**config.mk**
```make
export PLATFORM = sky130hd
export DESIGN_NAME = axi_tlb
export DESIGN_NICKNAME = d
export VERILOG_FILES = /design/src/design/tlb_pkg.sv /design/src/design/axi_tlb_l1.sv /design/src/design/tlb_route.sv /design/src/design/tlb_err_resp.sv /design/src/design/axi_tlb.sv
export SDC_FILE = /design/constraint.sdc
export NUM_CORES = 1
export LEC_CHECK = 0
export ABC_CLOCK_PERIOD_IN_PS = 9520
export BUFFER_PORTS_ARGS = -buffer_cell sky130_fd_sc_hd__buf_2
export CAP_MARGIN = 0
export CELL_PAD_IN_SITES_DETAIL_PLACEMENT = 0
export CELL_PAD_IN_SITES_GLOBAL_PLACEMENT = 1
export CORE_ASPECT_RATIO = 0.6
export CORE_MARGIN = 5
export CORE_UTILIZATION = 45
export CTS_BUF_LIST = sky130_fd_sc_hd__clkbuf_4 sky130_fd_sc_hd__clkbuf_8
export DETAILED_ROUTE_END_ITERATION = 6
export PLACE_DENSITY = 0.76
export SYNTH_ARGS = -nofsm -noshare
export SYNTH_HDL_FRONTEND = slang
export SYNTH_SLANG_ARGS = --single-unit
```
**constraint.sdc**
```tcl
create_clock -name clk_i -period 9.52 [get_ports clk_i]
set_clock_uncertainty 0.1 [all_clocks]
set_input_delay 0.476 -clock clk_i [delete_from_list [all_inputs] [get_ports clk_i]]
set_output_delay 0.476 -clock clk_i [all_outputs]
set_load 0.03 [all_outputs]
```
**src/design/tlb_pkg.sv**
```systemverilog
// TLB shared definitions: page geometry, configuration register map and response codes
package tlb_pkg;

  // Low address bits passed through untranslated (4 KiB pages)
  localparam int unsigned PageOffsetWidth = 12;

  // Payload width of the request and response data
  localparam int unsigned DataWidth = 32;

  // Each entry owns a block of four configuration registers
  localparam int unsigned CfgRegsPerEntry = 4;
  localparam int unsigned CfgFirstReg     = 0;
  localparam int unsigned CfgLastReg      = 1;
  localparam int unsigned CfgBaseReg      = 2;
  localparam int unsigned CfgFlagsReg     = 3;

  typedef enum logic [1:0] {
    RespOkay   = 2'b00,
    RespSlvErr = 2'b10
  } resp_e;

  // Read data returned for a request that misses the TLB
  localparam logic [DataWidth-1:0] ErrData = 32'hDEC0FFEE;

  typedef struct packed {
    logic [DataWidth-3:0] pad;
    logic                 read_only;
    logic                 valid;
  } cfg_flags_t;

  // Configuration word, page view for the page registers and flags view otherwise
  typedef union packed {
    logic [DataWidth-1:0] page;
    cfg_flags_t           flags;
  } cfg_word_u;

endpackage

```
**src/design/axi_tlb_l1.sv**
```systemverilog
// Fully associative L1 TLB with configuration write port and registered lookup
module axi_tlb_l1 #(
  parameter int unsigned InpAddrWidth = 32,
  parameter int unsigned OupAddrWidth = 32,
  parameter int unsigned NumEntries   = 4
) (
  input  logic                                                   clk_i,
  input  logic                                                   rst_n_i,
  input  logic                                                   cfg_valid_i,
  output logic                                                   cfg_ready_o,
  input  logic [$clog2(NumEntries*tlb_pkg::CfgRegsPerEntry)-1:0] cfg_addr_i,
  input  tlb_pkg::cfg_word_u                                     cfg_wdata_i,
  input  logic                                                   lkp_req_valid_i,
  output logic                                                   lkp_req_ready_o,
  input  logic [InpAddrWidth-1:0]                                lkp_req_addr_i,
  input  logic                                                   lkp_req_write_i,
  output logic                                                   lkp_res_valid_o,
  input  logic                                                   lkp_res_ready_i,
  output logic                                                   lkp_res_hit_o,
  output logic [OupAddrWidth-1:0]                                lkp_res_addr_o
);

  localparam int unsigned CfgAddrWidth  = $clog2(NumEntries * tlb_pkg::CfgRegsPerEntry);
  localparam int unsigned RegIdxWidth   = $clog2(tlb_pkg::CfgRegsPerEntry);
  localparam int unsigned EntryIdxWidth = CfgAddrWidth - RegIdxWidth;
  localparam int unsigned InpPageWidth  = InpAddrWidth - tlb_pkg::PageOffsetWidth;
  localparam int unsigned OupPageWidth  = OupAddrWidth - tlb_pkg::PageOffsetWidth;

  logic [InpPageWidth-1:0]  first_q [NumEntries];
  logic [InpPageWidth-1:0]  last_q  [NumEntries];
  logic [OupPageWidth-1:0]  base_q  [NumEntries];
  logic [NumEntries-1:0]    valid_q;
  logic [NumEntries-1:0]    ro_q;

  logic                     init_q;
  logic                     cfg_we;
  logic [EntryIdxWidth-1:0] cfg_entry;
  logic [RegIdxWidth-1:0]   cfg_reg;

  logic [InpPageWidth-1:0]  inp_page;
  logic                     match;
  logic                     match_ro;
  logic                     hit;
  logic [OupPageWidth-1:0]  oup_page;
  logic                     lkp_req_fire;

  logic                     res_valid_q;
  logic                     res_hit_q;
  logic [OupAddrWidth-1:0]  res_addr_q;

  // Ports stay closed for the first cycle out of reset
  always_ff @(posedge clk_i or negedge rst_n_i) begin
    if (!rst_n_i) begin
      init_q <= 1'b0;
    end else begin
      init_q <= 1'b1;
    end
  end

  // Config address splits into entry number and register within the entry
  assign cfg_entry   = cfg_addr_i[CfgAddrWidth-1:RegIdxWidth];
  assign cfg_reg     = cfg_addr_i[RegIdxWidth-1:0];
  assign cfg_ready_o = init_q && !res_valid_q;
  assign cfg_we      = cfg_valid_i && cfg_ready_o;

  always_ff @(posedge clk_i or negedge rst_n_i) begin
    if (!rst_n_i) begin
      valid_q <= '0;
      ro_q    <= '0;
    end else if (cfg_we && cfg_reg == RegIdxWidth'(tlb_pkg::CfgFlagsReg)) begin
      valid_q[cfg_entry] <= cfg_wdata_i.flags.valid;
      ro_q[cfg_entry]    <= cfg_wdata_i.flags.read_only;
    end
  end

  always_ff @(posedge clk_i) begin
    if (cfg_we) begin
      case (cfg_reg)
        RegIdxWidth'(tlb_pkg::CfgFirstReg): first_q[cfg_entry] <= InpPageWidth'(cfg_wdata_i.page);
        RegIdxWidth'(tlb_pkg::CfgLastReg):  last_q[cfg_entry]  <= InpPageWidth'(cfg_wdata_i.page);
        RegIdxWidth'(tlb_pkg::CfgBaseReg):  base_q[cfg_entry]  <= OupPageWidth'(cfg_wdata_i.page);
        default: ;
      endcase
    end
  end

  assign inp_page = lkp_req_addr_i[InpAddrWidth-1:tlb_pkg::PageOffsetWidth];

  // Walk downwards so the lowest matching entry is the one that sticks
  always_comb begin
    match    = 1'b0;
    match_ro = 1'b0;
    oup_page = '0;
    for (int i = NumEntries - 1; i >= 0; i--) begin
      if (valid_q[i] && inp_page >= first_q[i] && inp_page <= last_q[i]) begin
        match    = 1'b1;
        match_ro = ro_q[i];
        oup_page = base_q[i] + OupPageWidth'(inp_page - first_q[i]);
      end
    end
  end

  // Writes into a read-only range are refused
  assign hit = match && !(lkp_req_write_i && match_ro);

  assign lkp_req_ready_o = init_q && (!res_valid_q || lkp_res_ready_i);
  assign lkp_req_fire    = lkp_req_valid_i && lkp_req_ready_o;

  always_ff @(posedge clk_i or negedge rst_n_i) begin
    if (!rst_n_i) begin
      res_valid_q <= 1'b0;
    end else if (lkp_req_fire) begin
      res_valid_q <= 1'b1;
    end else if (lkp_res_ready_i) begin
      res_valid_q <= 1'b0;
    end
  end

  always_ff @(posedge clk_i) begin
    if (lkp_req_fire) begin
      res_hit_q  <= hit;
      res_addr_q <= {oup_page, lkp_req_addr_i[tlb_pkg::PageOffsetWidth-1:0]};
    end
  end

  assign lkp_res_valid_o = res_valid_q;
  assign lkp_res_hit_o   = res_hit_q;
  assign lkp_res_addr_o  = res_addr_q;

endmodule

```
**src/design/tlb_route.sv**
```systemverilog
// Request router: forks into lookup, joins the result, steers hit or miss, merges responses
module tlb_route #(
  parameter int unsigned InpAddrWidth = 32,
  parameter int unsigned OupAddrWidth = 32,
  parameter int unsigned IdWidth      = 4
) (
  input  logic                          clk_i,
  input  logic                          rst_n_i,
  input  logic                          slv_req_valid_i,
  output logic                          slv_req_ready_o,
  input  logic [InpAddrWidth-1:0]       slv_req_addr_i,
  input  logic [IdWidth-1:0]            slv_req_id_i,
  input  logic                          slv_req_write_i,
  input  logic [tlb_pkg::DataWidth-1:0] slv_req_wdata_i,
  output logic                          slv_rsp_valid_o,
  input  logic                          slv_rsp_ready_i,
  output logic [IdWidth-1:0]            slv_rsp_id_o,
  output logic [tlb_pkg::DataWidth-1:0] slv_rsp_data_o,
  output tlb_pkg::resp_e                slv_rsp_resp_o,
  output logic                          lkp_req_valid_o,
  input  logic                          lkp_req_ready_i,
  output logic [InpAddrWidth-1:0]       lkp_req_addr_o,
  output logic                          lkp_req_write_o,
  input  logic                          lkp_res_valid_i,
  output logic                          lkp_res_ready_o,
  input  logic                          lkp_res_hit_i,
  input  logic [OupAddrWidth-1:0]       lkp_res_addr_i,
  output logic                          mst_req_valid_o,
  input  logic                          mst_req_ready_i,
  output logic [OupAddrWidth-1:0]       mst_req_addr_o,
  output logic [IdWidth-1:0]            mst_req_id_o,
  output logic                          mst_req_write_o,
  output logic [tlb_pkg::DataWidth-1:0] mst_req_wdata_o,
  input  logic                          mst_rsp_valid_i,
  output logic                          mst_rsp_ready_o,
  input  logic [IdWidth-1:0]            mst_rsp_id_i,
  input  logic [tlb_pkg::DataWidth-1:0] mst_rsp_data_i,
  input  tlb_pkg::resp_e                mst_rsp_resp_i,
  output logic                          err_req_valid_o,
  input  logic                          err_req_ready_i,
  output logic [IdWidth-1:0]            err_req_id_o,
  output logic                          err_req_write_o,
  input  logic                          err_rsp_valid_i,
  output logic                          err_rsp_ready_o,
  input  logic [IdWidth-1:0]            err_rsp_id_i,
  input  logic [tlb_pkg::DataWidth-1:0] err_rsp_data_i,
  input  tlb_pkg::resp_e                err_rsp_resp_i
);

  logic                          full_q;
  logic [IdWidth-1:0]            id_q;
  logic                          write_q;
  logic [tlb_pkg::DataWidth-1:0] wdata_q;
  logic                          slv_req_fire;
  logic                          fwd_fire;
  logic                          use_err;
  logic                          lock_q;
  logic                          lock_err_q;

  // Fork: slave transfer and lookup transfer happen together
  assign lkp_req_valid_o = slv_req_valid_i && !full_q;
  assign lkp_req_addr_o  = slv_req_addr_i;
  assign lkp_req_write_o = slv_req_write_i;
  assign slv_req_ready_o = !full_q && lkp_req_ready_i;
  assign slv_req_fire    = slv_req_valid_i && slv_req_ready_o;

  // Join the held payload with the lookup result and steer by hit
  assign mst_req_valid_o = lkp_res_valid_i && lkp_res_hit_i;
  assign mst_req_addr_o  = lkp_res_addr_i;
  assign mst_req_id_o    = id_q;
  assign mst_req_write_o = write_q;
  assign mst_req_wdata_o = wdata_q;
  assign err_req_valid_o = lkp_res_valid_i && !lkp_res_hit_i;
  assign err_req_id_o    = id_q;
  assign err_req_write_o = write_q;

  assign fwd_fire        = (mst_req_valid_o && mst_req_ready_i) ||
                           (err_req_valid_o && err_req_ready_i);
  assign lkp_res_ready_o = fwd_fire;

  always_ff @(posedge clk_i or negedge rst_n_i) begin
    if (!rst_n_i) begin
      full_q <= 1'b0;
    end else if (slv_req_fire) begin
      full_q <= 1'b1;
    end else if (fwd_fire) begin
      full_q <= 1'b0;
    end
  end

  always_ff @(posedge clk_i) begin
    if (slv_req_fire) begin
      id_q    <= slv_req_id_i;
      write_q <= slv_req_write_i;
      wdata_q <= slv_req_wdata_i;
    end
  end

  // Master response wins, but a stalled response keeps its source
  assign use_err = lock_q ? lock_err_q : !mst_rsp_valid_i;

  always_ff @(posedge clk_i or negedge rst_n_i) begin
    if (!rst_n_i) begin
      lock_q     <= 1'b0;
      lock_err_q <= 1'b0;
    end else begin
      lock_q     <= slv_rsp_valid_o && !slv_rsp_ready_i;
      lock_err_q <= use_err;
    end
  end

  assign slv_rsp_valid_o = use_err ? err_rsp_valid_i : mst_rsp_valid_i;
  assign slv_rsp_id_o    = use_err ? err_rsp_id_i    : mst_rsp_id_i;
  assign slv_rsp_data_o  = use_err ? err_rsp_data_i  : mst_rsp_data_i;
  assign slv_rsp_resp_o  = use_err ? err_rsp_resp_i  : mst_rsp_resp_i;
  assign mst_rsp_ready_o = !use_err && slv_rsp_ready_i;
  assign err_rsp_ready_o = use_err && slv_rsp_ready_i;

endmodule

```
**src/design/tlb_err_resp.sv**
```systemverilog
// Error responder that absorbs missed requests and answers with a slave error
module tlb_err_resp #(
  parameter int unsigned IdWidth = 4
) (
  input  logic                          clk_i,
  input  logic                          rst_n_i,
  input  logic                          err_req_valid_i,
  output logic                          err_req_ready_o,
  input  logic [IdWidth-1:0]            err_req_id_i,
  input  logic                          err_req_write_i,
  output logic                          err_rsp_valid_o,
  input  logic                          err_rsp_ready_i,
  output logic [IdWidth-1:0]            err_rsp_id_o,
  output logic [tlb_pkg::DataWidth-1:0] err_rsp_data_o,
  output tlb_pkg::resp_e                err_rsp_resp_o
);

  logic               valid_q;
  logic [IdWidth-1:0] id_q;
  logic               write_q;
  logic               req_fire;

  // One response slot, refilled in the cycle it drains
  assign err_req_ready_o = !valid_q || err_rsp_ready_i;
  assign req_fire        = err_req_valid_i && err_req_ready_o;

  always_ff @(posedge clk_i or negedge rst_n_i) begin
    if (!rst_n_i) begin
      valid_q <= 1'b0;
    end else if (req_fire) begin
      valid_q <= 1'b1;
    end else if (err_rsp_ready_i) begin
      valid_q <= 1'b0;
    end
  end

  always_ff @(posedge clk_i) begin
    if (req_fire) begin
      id_q    <= err_req_id_i;
      write_q <= err_req_write_i;
    end
  end

  assign err_rsp_valid_o = valid_q;
  assign err_rsp_id_o    = id_q;
  // Writes get zero data back
  assign err_rsp_data_o  = write_q ? '0 : tlb_pkg::ErrData;
  assign err_rsp_resp_o  = tlb_pkg::RespSlvErr;

endmodule

```
**src/design/axi_tlb.sv**
```systemverilog
// Address translation unit top level joining L1 TLB, router and error responder
module axi_tlb #(
  parameter int unsigned InpAddrWidth = 32,
  parameter int unsigned OupAddrWidth = 32,
  parameter int unsigned IdWidth      = 4,
  parameter int unsigned NumEntries   = 4
) (
  input  logic                                                   clk_i,
  input  logic                                                   rst_n_i,
  input  logic                                                   slv_req_valid_i,
  output logic                                                   slv_req_ready_o,
  input  logic [InpAddrWidth-1:0]                                slv_req_addr_i,
  input  logic [IdWidth-1:0]                                     slv_req_id_i,
  input  logic                                                   slv_req_write_i,
  input  logic [tlb_pkg::DataWidth-1:0]                          slv_req_wdata_i,
  output logic                                                   slv_rsp_valid_o,
  input  logic                                                   slv_rsp_ready_i,
  output logic [IdWidth-1:0]                                     slv_rsp_id_o,
  output logic [tlb_pkg::DataWidth-1:0]                          slv_rsp_data_o,
  output tlb_pkg::resp_e                                         slv_rsp_resp_o,
  output logic                                                   mst_req_valid_o,
  input  logic                                                   mst_req_ready_i,
  output logic [OupAddrWidth-1:0]                                mst_req_addr_o,
  output logic [IdWidth-1:0]                                     mst_req_id_o,
  output logic                                                   mst_req_write_o,
  output logic [tlb_pkg::DataWidth-1:0]                          mst_req_wdata_o,
  input  logic                                                   mst_rsp_valid_i,
  output logic                                                   mst_rsp_ready_o,
  input  logic [IdWidth-1:0]                                     mst_rsp_id_i,
  input  logic [tlb_pkg::DataWidth-1:0]                          mst_rsp_data_i,
  input  tlb_pkg::resp_e                                         mst_rsp_resp_i,
  input  logic                                                   cfg_valid_i,
  output logic                                                   cfg_ready_o,
  input  logic [$clog2(NumEntries*tlb_pkg::CfgRegsPerEntry)-1:0] cfg_addr_i,
  input  tlb_pkg::cfg_word_u                                     cfg_wdata_i
);

  // Lookup channel between router and L1
  logic                          lkp_req_valid, lkp_req_ready, lkp_req_write;
  logic [InpAddrWidth-1:0]       lkp_req_addr;
  logic                          lkp_res_valid, lkp_res_ready, lkp_res_hit;
  logic [OupAddrWidth-1:0]       lkp_res_addr;

  // Miss channel between router and error responder
  logic                          err_req_valid, err_req_ready, err_req_write;
  logic [IdWidth-1:0]            err_req_id;
  logic                          err_rsp_valid, err_rsp_ready;
  logic [IdWidth-1:0]            err_rsp_id;
  logic [tlb_pkg::DataWidth-1:0] err_rsp_data;
  tlb_pkg::resp_e                err_rsp_resp;

  axi_tlb_l1 #(
    .InpAddrWidth ( InpAddrWidth ),
    .OupAddrWidth ( OupAddrWidth ),
    .NumEntries   ( NumEntries   )
  ) i_l1_tlb (
    .clk_i,
    .rst_n_i,
    .cfg_valid_i,
    .cfg_ready_o,
    .cfg_addr_i,
    .cfg_wdata_i,
    .lkp_req_valid_i ( lkp_req_valid ),
    .lkp_req_ready_o ( lkp_req_ready ),
    .lkp_req_addr_i  ( lkp_req_addr  ),
    .lkp_req_write_i ( lkp_req_write ),
    .lkp_res_valid_o ( lkp_res_valid ),
    .lkp_res_ready_i ( lkp_res_ready ),
    .lkp_res_hit_o   ( lkp_res_hit   ),
    .lkp_res_addr_o  ( lkp_res_addr  )
  );

  tlb_route #(
    .InpAddrWidth ( InpAddrWidth ),
    .OupAddrWidth ( OupAddrWidth ),
    .IdWidth      ( IdWidth      )
  ) i_route (
    .clk_i,
    .rst_n_i,
    .slv_req_valid_i,
    .slv_req_ready_o,
    .slv_req_addr_i,
    .slv_req_id_i,
    .slv_req_write_i,
    .slv_req_wdata_i,
    .slv_rsp_valid_o,
    .slv_rsp_ready_i,
    .slv_rsp_id_o,
    .slv_rsp_data_o,
    .slv_rsp_resp_o,
    .lkp_req_valid_o ( lkp_req_valid ),
    .lkp_req_ready_i ( lkp_req_ready ),
    .lkp_req_addr_o  ( lkp_req_addr  ),
    .lkp_req_write_o ( lkp_req_write ),
    .lkp_res_valid_i ( lkp_res_valid ),
    .lkp_res_ready_o ( lkp_res_ready ),
    .lkp_res_hit_i   ( lkp_res_hit   ),
    .lkp_res_addr_i  ( lkp_res_addr  ),
    .mst_req_valid_o,
    .mst_req_ready_i,
    .mst_req_addr_o,
    .mst_req_id_o,
    .mst_req_write_o,
    .mst_req_wdata_o,
    .mst_rsp_valid_i,
    .mst_rsp_ready_o,
    .mst_rsp_id_i,
    .mst_rsp_data_i,
    .mst_rsp_resp_i,
    .err_req_valid_o ( err_req_valid ),
    .err_req_ready_i ( err_req_ready ),
    .err_req_id_o    ( err_req_id    ),
    .err_req_write_o ( err_req_write ),
    .err_rsp_valid_i ( err_rsp_valid ),
    .err_rsp_ready_o ( err_rsp_ready ),
    .err_rsp_id_i    ( err_rsp_id    ),
    .err_rsp_data_i  ( err_rsp_data  ),
    .err_rsp_resp_i  ( err_rsp_resp  )
  );

  tlb_err_resp #(
    .IdWidth ( IdWidth )
  ) i_err_resp (
    .clk_i,
    .rst_n_i,
    .err_req_valid_i ( err_req_valid ),
    .err_req_ready_o ( err_req_ready ),
    .err_req_id_i    ( err_req_id    ),
    .err_req_write_i ( err_req_write ),
    .err_rsp_valid_o ( err_rsp_valid ),
    .err_rsp_ready_i ( err_rsp_ready ),
    .err_rsp_id_o    ( err_rsp_id    ),
    .err_rsp_data_o  ( err_rsp_data  ),
    .err_rsp_resp_o  ( err_rsp_resp  )
  );

endmodule

```
==> results of run 1 <==
## critical path: cells and delay by family (launching register included)
family | cells | cell delay, ps
AOI/OAI and AO/OA | 5 | 1840
and+or+nand+nor | 3 | 700
DFF | 1 | 440
adders and majority gates | 2 | 1000
## through the flow
step	instances	setup slack [ps]	total power, mW
4_1_cts	2911	5300	3.859
3_5_place_dp	2762	4721	2.582
2_1_floorplan	1886	5956	2.294
3_3_place_gp	2762	4812	2.568
6_report	2911	5251	3.832
5_1_grt	2911	4974	4.019
## cells in the final DEF, fill, tap and decap left out, types with 15 or more instances in the layout
cell type      instances
inv_1                420
edfxtp_1             315
buf_2                249
ha_1                 240
a21oi_1               95
nand2_1               81
fa_1                  76
nor2_1                69
o21ai_0               60
clkbuf_8              54
a21o_1                53
dlygate4sd3_1         50
xnor2_1               38
nand4_1               31
nor3_1                30
nand3_1               29
xor2_1                25
a211oi_1              22
and2_1                21
o211ai_1              20
o21a_1                17
nand2b_1              16
clkbuf_4              15
clkinv_1              15
buf_4                 15
## flip-flops by register name (all words and copies together) (netlist names), 4 cells and up
signal	cells
i_err_resp.err_rsp_id_o	4
i_l1_tlb.base_q	80
i_l1_tlb.first_q	80
i_l1_tlb.last_q	80
i_l1_tlb.lkp_res_addr_o	32
i_l1_tlb.ro_q	4
i_l1_tlb.valid_q	4
i_route.err_req_id_o	4
i_route.mst_req_wdata_o	32
## layout make-up
cell class	instances	area (sq um)
clock buffer	69	855.8
fill	4093	21530
clock inverter	30	198.9
inverter	420	1577
sequential	329	9809
tap	630	788.3
timing repair buffer	314	1859
multi-input combinational	1119	9633
## final timing paths
check	from	depth (start not counted)	slack [ps]	endpoint
min in group asynchronous	rst_n_i	2	240	i_l1_tlb.ro_q[0]
worst max-delay path	i_l1_tlb.first_q[2][1]	10	5250	i_l1_tlb.lkp_res_addr_o[30]
worst min-delay path	slv_req_valid_i	3	50	i_l1_tlb.lkp_res_valid_o
worst min register to register	i_route.err_req_id_o[3]	0	350	i_err_resp.err_rsp_id_o[3]
max in group asynchronous	rst_n_i	2	8770	i_err_resp.err_rsp_valid_o
worst max register to register	i_l1_tlb.first_q[2][1]	10	5250	i_l1_tlb.lkp_res_addr_o[30]
## where the power goes
| part | leakage, nW | switching, mW | internal [mW] |
|---|---|---|---|
| Clock | 0.551 | 0.609 | 0.647 |
| Combinational | 7.79 | 0.577 | 0.302 |
| Sequential | 3.03 | 0.0276 | 1.67 |
## layer usage
| layer | up-vias | wire length, um | global-route usage |
|---|---|---|---|
| li1 | 7325 | - | - |
| met1 | 7502 | 28080 | 0.3429 |
| met2 | 480 | 25980 | 0.3427 |
| met3 | 87 | 4062 | 0.04185 |
| met4 | 2 | 1162 | 0.05296 |
| met5 | - | 12 | 0 |
## kinds of logic (layout without fill, tap and decap cells)
family,after synthesis,count (layout),share of synthesized area
DFF,329,329,0.4659
AOI/OAI and AO/OA,373,373,0.1218
and+or+nand+nor,355,355,0.08635
other,1,1,0.0001781
buffers and inverters,438,833,0.07875
adders and majority gates,316,316,0.2149
muxes,11,11,0.005824
xor gates and xnor gates,63,63,0.02621
==> impl_metrics.csv, run 1 <==
group,metric,value,unit
place,place_hpwl,45430,um
place,place_congestion,0.8786,
yosys,synth-edff-count,315,
yosys,yosys.area.top_type,"edfxtp_1",
pwr,power_density,155.0,mW/mm^2
global_route,track_usage,0.2276,
floorplanning,rows,61,
worst_setup_path,path_max_fanout,5,
yosys,synth-seq-cells,329,
final_layout,layout-area-overhead-vs-synth,17.43,%
yosys,synth_ff_type,"edfxtp_1",
yosys,yosys_warnings,0,
cts,htree_levels,2,
final_layout,nets,2703,
route,routedWlPerCell,20.37,um
run_status,status,"complete, no violations",
route,drc,0,
worst_setup_path,critPathCaptureType,"flip-flop",
yosys,synthMostInstantiatedCell,"inv_1",
route,drt_first_pass_iters,5,
sta,slew_headroom,0.1673,
sta,period_needed,4269,ps
pwr,vdd_drop_max,0.1071,mV
route,drt_wl_total,59300,um
cts,cts_tree,"done",
min_path,hold_path_class,"primary input to flip-flop",
sta,worstMarginPinSlew,1248,ps
cts,numCtsBuffers,53,
final_layout,n_antenna_cell,0,
global_route,antenna_found_initial,2,
floorplanning,core,0.04625,sq mm
global_route,grt_pass1_wl,88440,um
floorplanning,die_area,0.05135,sq mm
cts,postCtsSetupRepairBufs,0,
yosys,netlist.area_leader.share,0.4493,
place,numPortBuffers,249,
route,drt-initial-drc-count,1334,
sta,rsz0062_at_grt,"false",
route,vias,15400,
yosys,synth_async_sr_flop_share,0.04255,
global_route,grt_overflow,0,
floorplanning,die_h,177.5,um
yosys,ys_top_cells_by_count,"420 x inv_1, 315 x edfxtp_1, 240 x ha_1",
worst_setup_path,max_stage_delay,540,ps
final_layout,drive_above_1_share,0.1732,
global_route,first_global_vias,14960,
sta,setup_viol,0,
floorplanning,die_w,289.2,um
yosys,synth_fp_nets,2352,
cts,clock-sinks,329,
sta,fmax,0.2342,GHz
floorplanning,initial_utilization,0.4552,
yosys,postSynthAreaPerCell,11.16,sq um
worst_setup_path,worstPathRequired,9840,ps
route,via_per_inst,5.289,
floorplanning,io_pins,262,
cts,root_buffer,"clkbuf_8",
worst_setup_path,crit_type,"flip-flop to flip-flop",
pwr,p_leak,11.37,nW
cts,clk_pin_slew,70,ps
final_layout,final_core_util,0.5345,
sta,tns,0,ps
sta,timing.final.hold_violations,0,
sta,hold_ws,48.93,ps
place,placed_area,0.02316,sq mm
worst_setup_path,critPathLaunchType,"flip-flop",
yosys,synth_cell_types,86,
yosys,synth_area_leaders,"edfxtp_1 45%, ha_1 14%, inv_1 7.5%, fa_1 7.2%, a21oi_1 2.3%",
yosys,synth_area,0.02105,sq mm
cts,cts_buffer_depth,3,
cts,holdBufCountCts,50,
run,cap_violations,0,
route,antenna_left,0,
yosys,yosysSeqAreaShare,0.4659,
cts,worstSkewPairLatency,630,ps
sta,finalCritPeriodShare,0.4485,
global_route,grt_max_degree,41,
final_layout,design_area,0.02472,sq mm
sta,report.final.slew_viol_count,0,
worst_setup_path,crit_slowest_cell,"fa_1",
worst_setup_path,worst_ep_arrival_time,4590,ps
worst_setup_path,path_cells,"fa_1 -> fa_1 -> nand2b_1 -> a21oi_1 -> o21ai_0 -> nand3_1 -> nand2_1 -> o311ai_0 -> a221oi_1 -> a221oi_1",
yosys,synthCells,1886,
cts,cts_resized,0,
(Power assumes the default switching activity.)
==> run 2: changes to the inputs <==
--- a/config.mk
+++ b/config.mk
@@ -5,7 +5,8 @@
 export SDC_FILE = /design/constraint.sdc
 export NUM_CORES = 1
 export LEC_CHECK = 0
-export ABC_CLOCK_PERIOD_IN_PS = 9520
+export ABC_AREA = 1
+export ABC_CLOCK_PERIOD_IN_PS = 4100
 export BUFFER_PORTS_ARGS = -buffer_cell sky130_fd_sc_hd__buf_2
 export CAP_MARGIN = 0
 export CELL_PAD_IN_SITES_DETAIL_PLACEMENT = 0
@@ -15,7 +16,7 @@
 export CORE_UTILIZATION = 45
 export CTS_BUF_LIST = sky130_fd_sc_hd__clkbuf_4 sky130_fd_sc_hd__clkbuf_8
 export DETAILED_ROUTE_END_ITERATION = 6
-export PLACE_DENSITY = 0.76
+export PLACE_DENSITY = 0.78
 export SYNTH_ARGS = -nofsm -noshare
 export SYNTH_HDL_FRONTEND = slang
 export SYNTH_SLANG_ARGS = --single-unit
==> constraint.sdc (replaced) <==
create_clock -name clk_i -period 4.1 [get_ports clk_i]
set_clock_uncertainty 0.1 [all_clocks]
set_input_delay 0.205 -clock clk_i [delete_from_list [all_inputs] [get_ports clk_i]]
set_output_delay 0.205 -clock clk_i [all_outputs]
set_load 0.03 [all_outputs]
==> run 2 against run 1 <==
Compared with the run above: clock-buffer cell count increased by 4; design area is 5.9% higher; sequential power up 130%; combinational power rose to 2.6 times the previous value; critical endpoint is now slv_rsp_data_o[10]; power is 140% higher; highest routed layer is now met4; utilization grew 0.79 points; final cell count increased by 20%; die area increased by 4.8%; register-to-register slack lost 4600 ps; wire length up 19%; first-iteration DRC count rose by 25%; worst hold slack lost 0.55 ps.
==> impl_metrics.csv, run 2 <==
group,metric,value,unit
cts,htree_levels,2,
cts,postCtsSetupRepairBufs,0,
final_layout,seq_area,0.009809,sq mm
route,dr.max_layer_used,"met4",
floorplanning,core,0.04825,sq mm
sta,finalCritPeriodShare,0.8376,
worst_setup_path,worst_ep_arrival_time,3130,ps
final_layout,reg_top3,"i_l1_tlb.base_q (80), i_l1_tlb.first_q (80), i_l1_tlb.last_q (80)",
yosys,synth-edff-count,315,
yosys,yosys.area.top_type,"edfxtp_1",
pwr,totalPowerFinal,9.228,mW
worst_setup_path,critPathLaunchType,"flip-flop",
place,place_hpwl,56290,um
floorplanning,die_area,0.05383,sq mm
cts,root_buffer,"clkbuf_8",
final_layout,layout-area-overhead-vs-synth,18.31,%
place,placed_area,0.02430,sq mm
sta,tns,0,ps
min_path,hold_path_class,"primary input to flip-flop",
yosys,postSynthAreaPerCell,9.156,sq um
place,dpl.cell_count,3313,
pwr,p_leak,13.08,nW
yosys,yosys_warnings,0,
yosys,synth_area,0.02212,sq mm
route,wl_met2,28540,um
min_path,hold_depth,1,
place,place_congestion,0.9488,
final_layout,nets,3272,
final_layout,n_antenna_cell,0,
worst_setup_path,path_cells,"o21ai_1 -> buf_4 -> clkinvlp_4 -> or2_1 -> nand2_1 -> buf_2",
run_status,status,"complete, no violations",
run,cap_violations,0,
worst_setup_path,critPathCaptureType,"primary output",
final_layout,n_fill_cell,4492,
sta,report.final.slew_viol_count,0,
final_layout,fin_cells,3485,
sta,rsz0062_at_grt,"false",
yosys,synth_async_sr_flop_share,0.04255,
global_route,grt_overflow,0,
final_layout,drive_above_1_share,0.1434,
yosys,synth_cell_types,47,
floorplanning,die_h,181.7,um
worst_setup_path,worstPathRequired,3800,ps
worst_setup_path,path_max_fanout,27,
yosys,synthMostInstantiatedCell,"inv_1",
route,drc,0,
cts,numCtsBuffers,53,
final_layout,final_cell_mix,"565 x inv_1, 536 x nand2_1, 315 x edfxtp_1",
yosys,yosysSeqAreaShare,0.4435,
worst_setup_path,crit_slowest_cell,"or2_1",
route,routedWlPerCell,20.33,um
yosys,ys_top_cells_by_count,"565 x inv_1, 536 x nand2_1, 315 x edfxtp_1",
cts,worstSkewPairLatency,630,ps
floorplanning,io_pins,262,
pwr,power_density,352.6,mW/mm^2
pwr,vdd_drop_max,0.2298,mV
global_route,track_usage,0.2594,
yosys,synth_fp_nets,2882,
sta,worstMarginPinSlew,1003,ps
global_route,first_global_vias,17100,
cts,cts_buffer_depth,3,
yosys,synth_area_leaders,"edfxtp_1 43%, ha_1 14%, inv_1 9.6%, nand2_1 9.1%, fa_1 6.9%",
route,via_per_inst,5.039,
route,drt_wl_total,70840,um
place,numPortBuffers,249,
final_layout,multiInputGateArea,0.01010,sq mm
cts,cts_tree,"done",
global_route,grt_pass1_wl,105000,um
global_route,antenna_found_initial,0,
yosys,netlist.area_leader.share,0.4276,
route,met1Wirelength,33650,um
route,antenna_left,0,
sta,period_needed,3434,ps
sta,fmax,0.2912,GHz
route,wl_met3,7558,um
floorplanning,die_w,296.2,um
floorplanning,initial_utilization,0.4584,
route,drt_first_pass_iters,6,
worst_setup_path,max_stage_delay,610,ps
sta,slew_headroom,0.3315,
cts,clock-sinks,329,
route,vias,17560,
sta,timing.final.hold_violations,0,
yosys,synth-seq-cells,329,
global_route,grt_max_degree,38,
route,drt-initial-drc-count,1663,
sta,setup_viol,0,
worst_setup_path,crit_type,"flip-flop to primary output",
floorplanning,rows,62,
yosys,synth_ff_type,"edfxtp_1",
final_layout,final_common_cell,"inv_1",
worst_setup_path,r2r_cells,19,
final_layout,design_area,0.02617,sq mm
yosys,synthCells,2416,
final_layout,final_core_util,0.5424,
cts,clk_pin_slew,70,ps
[run 2: cell types whose count changed in the layout (fill, tap and decap cells not counted), moves of 28 or more]
cell	previous run	this run
nand3_1	29	70
dlygate4sd3_1	50	78
a21o_1	53	9
nand2_1	81	536
nor2_1	69	155
a21oi_1	95	143
o21ai_1	2	31
inv_1	420	565
[run 2: layout make-up]
class	count	share of cell area
flip-flops and latches	329	0.3748
multi-input cells	1494	0.3860
clock buffers	73	0.03433
clock inverters	21	0.006980
inverters	577	0.08290
repair buffers	351	0.08434
well taps	640	0.03060
[run 2: metrics by stage]
| stage | hold WS, ps | setup WS (ps) |
|---|---|---|
| after global routing | 12.80 | 281.1 |
| final | 48.38 | 665.8 |
| after detailed placement | 56.66 | 432.6 |
| after global placement | 51.85 | 495.3 |
| after CTS | 9.808 | 170.5 |
| after floorplan | -190.6 | 997.6 |
[run 2: worst paths after layout]
check,startpoint,endpoint,slack (ps)
setup / recovery,i_route.lock_q,slv_rsp_data_o[10],670
hold / removal,cfg_wdata_i[0],i_l1_tlb.base_q[2][0],50
setup reg to reg,i_l1_tlb.first_q[2][0],i_l1_tlb.lkp_res_addr_o[30],690
hold reg to reg,i_route.err_req_id_o[1],i_err_resp.err_rsp_id_o[1],340
max in group asynchronous,rst_n_i,i_l1_tlb.valid_q[1],2660
min in group asynchronous,rst_n_i,i_err_resp.err_rsp_valid_o,710
[run 2: power breakdown]
part | switching (mW) | total [mW] | internal (mW)
Sequential | 0.0802 | 3.96 | 3.88
Clock | 1.41 | 3.01 | 1.61
Combinational | 1.56 | 2.26 | 0.700
[run 2: worst max-delay path, delay by kind of cell, from the launching register on]
family / cells / cell delay (ps)
buffers and inverters: 3 / 890
and+or+nand+nor: 2 / 770
DFF: 1 / 380
AOI/OAI and AO/OA: 1 / 450
[run 2: kinds of logic (layout without fill, tap and decap cells)]
kind of cell | after synthesis | after routing | synth area share
compound gates | 264 | 264 | 0.06437
buf+inv | 593 | 1022 | 0.1023
other cells | 1 | 1 | 0.0001695
xor+xnor | 61 | 61 | 0.02415
simple gates | 852 | 852 | 0.1610
fa+ha+maj | 316 | 316 | 0.2045
flops | 329 | 329 | 0.4435
[run 2: routing by layer]
| metal | GRT usage | up-vias |
|---|---|---|
| li1 | - | 8494 |
| met1 | 0.3960 | 8341 |
| met2 | 0.3628 | 649 |
| met3 | 0.08889 | 77 |
| met4 | 0.04178 | 0 |
| met5 | 0 | - |
[run 2: timing repair]
item	in CTS	in global routing
setup endpoints to repair	0	22
endpoints found under the hold margin	302	0
hold buffers	78	0
gates resized for setup	0	2
==> run 3: changes to the inputs <==
--- a/config.mk
+++ b/config.mk
@@ -6,7 +6,7 @@
 export NUM_CORES = 1
 export LEC_CHECK = 0
 export ABC_AREA = 1
-export ABC_CLOCK_PERIOD_IN_PS = 4100
+export ABC_CLOCK_PERIOD_IN_PS = 3550
 export BUFFER_PORTS_ARGS = -buffer_cell sky130_fd_sc_hd__buf_2
 export CAP_MARGIN = 0
 export CELL_PAD_IN_SITES_DETAIL_PLACEMENT = 0
==> constraint.sdc (replaced) <==
create_clock -name clk_i -period 3.55 [get_ports clk_i]
set_clock_uncertainty 0.1 [all_clocks]
set_input_delay 0.1775 -clock clk_i [delete_from_list [all_inputs] [get_ports clk_i]]
set_output_delay 0.1775 -clock clk_i [all_outputs]
set_load 0.03 [all_outputs]
==> run 3 against run 2 <==
Compared with the run above: wire length decreased by 2.1%; power grew 19%; via count is 0.72% higher; setup slack got worse by 500 ps; design area increased by 2.0%; final cell count up 1.6%; critical path type is now flip-flop to flip-flop; largest power group unchanged.
==> impl_metrics.csv, run 3 (same netlist as run 2, synthesis figures left out) <==
group,metric,value,unit
global_route,antenna_found_initial,2,
global_route,grt_overflow,0,
run,cap_violations,0,
worst_setup_path,crit_top_cell,"nand2_1",
route,via_per_inst,4.995,
worst_setup_path,r2r_slack,170,ps
worst_setup_path,worst_ep_arrival_time,3660,ps
cts,clock-sinks,329,
worst_setup_path,worstPathRequired,3830,ps
global_route,first_global_vias,17460,
sta,rsz0062_at_grt,"false",
floorplanning,die_area,0.05383,sq mm
final_layout,n_antenna_cell,0,
cts,htree_levels,2,
cts,root_buffer,"clkbuf_8",
route,drc,0,
global_route,gr-max-usage-layer,"met1",
pwr,vdd_drop_max,0.3910,mV
floorplanning,die_h,181.7,um
cts,postCtsSetupRepairBufs,0,
final_layout,nets,3328,
place,place_hpwl,55250,um
floorplanning,io_pins,262,
final_layout,reg_top3,"i_l1_tlb.base_q (80), i_l1_tlb.first_q (80), i_l1_tlb.last_q (80)",
final_layout,final_core_util,0.5530,
sta,fmax,0.2959,GHz
sta,report.final.slew_viol_count,0,
worst_setup_path,max_stage_delay,490,ps
pwr,power_density,410.5,mW/mm^2
sta,setup_viol,0,
sta,slew_headroom,0.3053,
route,routedWlPerCell,19.59,um
place,numPortBuffers,249,
route,drt_wl_total,69370,um
cts,cts_buffer_depth,3,
worst_setup_path,crit_type,"flip-flop to flip-flop",
sta,finalCritPeriodShare,0.9520,
route,vias,17690,
cts,numCtsBuffers,53,
cts,cts_tree,"done",
floorplanning,core,0.04825,sq mm
sta,worstMarginPinSlew,1042,ps
route,drt-initial-drc-count,1811,
pwr,p_leak,13.40,nW
global_route,grt_max_degree,34,
global_route,use_met1,0.3909,
floorplanning,rows,62,
cts,clk_pin_slew,70,ps
run_status,status,"complete, no violations",
worst_setup_path,critPathCaptureType,"flip-flop",
final_layout,final_cell_mix,"565 x inv_1, 536 x nand2_1, 315 x edfxtp_1",
place,place_congestion,1.006,
final_layout,drive_above_1_share,0.1596,
worst_setup_path,critPathLaunchType,"flip-flop",
sta,period_needed,3379,ps
worst_setup_path,crit_slowest_cell,"fa_1",
route,drt_first_pass_iters,7,
global_route,track_usage,0.2561,
floorplanning,initial_utilization,0.4584,
cts,worstSkewPairLatency,620,ps
worst_setup_path,path_cells,"fa_1 -> inv_1 -> ha_1 -> a21oi_1 -> o21ai_0 -> nor2_1 -> nand3_1 -> nand2_1 -> nand2_1 -> nand3_1 -> nand2_1 -> nand2_1 -> nand2_1 -> nand2_1 -> nand2_1",
final_layout,final_common_cell,"inv_1",
sta,tns,0,ps
route,antenna_left,0,
floorplanning,die_w,296.2,um
final_layout,layout-area-overhead-vs-synth,20.63,%
global_route,grt_pass1_wl,104200,um
sta,timing.final.hold_violations,0,
worst_setup_path,path_max_fanout,6,
global_route,met3_usage,0.08510,
min_path,hold_path_class,"primary input to flip-flop",
global_route,grtUsageMet2,0.3625,
final_layout,n_fill_cell,4412,
run 3: per-stage QoR:
| stage | setup slack [ps] | cell area (sq um) | power, mW | instances | hold WS, ps |
|---|---|---|---|---|---|
| finish | 170.5 | 26680 | 10.95 | 3541 | 62.68 |
| global route | 22.04 | 26680 | 11.50 | 3541 | 72.25 |
| CTS | 199.9 | 26680 | 11.02 | 3541 | 29.31 |
| detailed placement | 168.9 | 24700 | 7.194 | 3366 | 48.21 |
| global placement | 168.6 | 24700 | 7.151 | 3366 | 29.43 |
| floorplan | 447.6 | 22120 | 6.220 | 2416 | -218.1 |
run 3: layout make-up:
cell class	instances	area (sq um)	share of cell area
clock buffers	71	895.9	0.03357
flip-flops and latches	329	9809	0.3676
repair buffers	407	2660	0.09969
inverters	577	2166	0.08116
multi-input cells	1494	10080	0.3778
well taps	640	800.8	0.03001
clock inverters	23	270.3	0.01013
run 3: report_power, final:
group	total, mW	switching (mW)	internal [mW]	leakage, nW
combinational	2.67	1.81	0.854	9.76
sequential	4.57	0.0901	4.48	3.03
clock	3.72	1.64	2.08	0.611
run 3: worst paths after layout:
path / from / endpoint / cells after the start
setup / recovery: i_l1_tlb.first_q[3][15] / i_l1_tlb.lkp_res_addr_o[30] / 15
hold / removal: cfg_addr_i[0] / i_l1_tlb.valid_q[2] / 5
setup reg to reg: i_l1_tlb.first_q[3][15] / i_l1_tlb.lkp_res_addr_o[30] / 15
hold reg to reg: i_route.err_req_id_o[0] / i_err_resp.err_rsp_id_o[0] / 0
max in group asynchronous: rst_n_i / i_l1_tlb.lkp_res_valid_o / 3
min in group asynchronous: rst_n_i / i_l1_tlb.valid_q[3] / 3
run 3: what timing repair did:
item / CTS / global route
resized for setup: 0 / 1
setup endpoints to repair: 0 / 1
hold buffers: 81 / 0
hold endpoints to repair: 322 / 0
run 3: routing by layer:
layer | wire length (um) | part of all wire
met1 | 33140 | 0.48
met2 | 28090 | 0.41
met3 | 7278 | 0.10
met4 | 852 | 0.012
met5 | 0 | 0
run 3: critical path, delay by kind of cell, from the launching register on:
family	cells	cell delay (ps)
and+or+nand+nor	10	1110
adders and majority gates	2	900
AOI/OAI and AO/OA	2	570
DFF	1	400
buffers and inverters	1	50
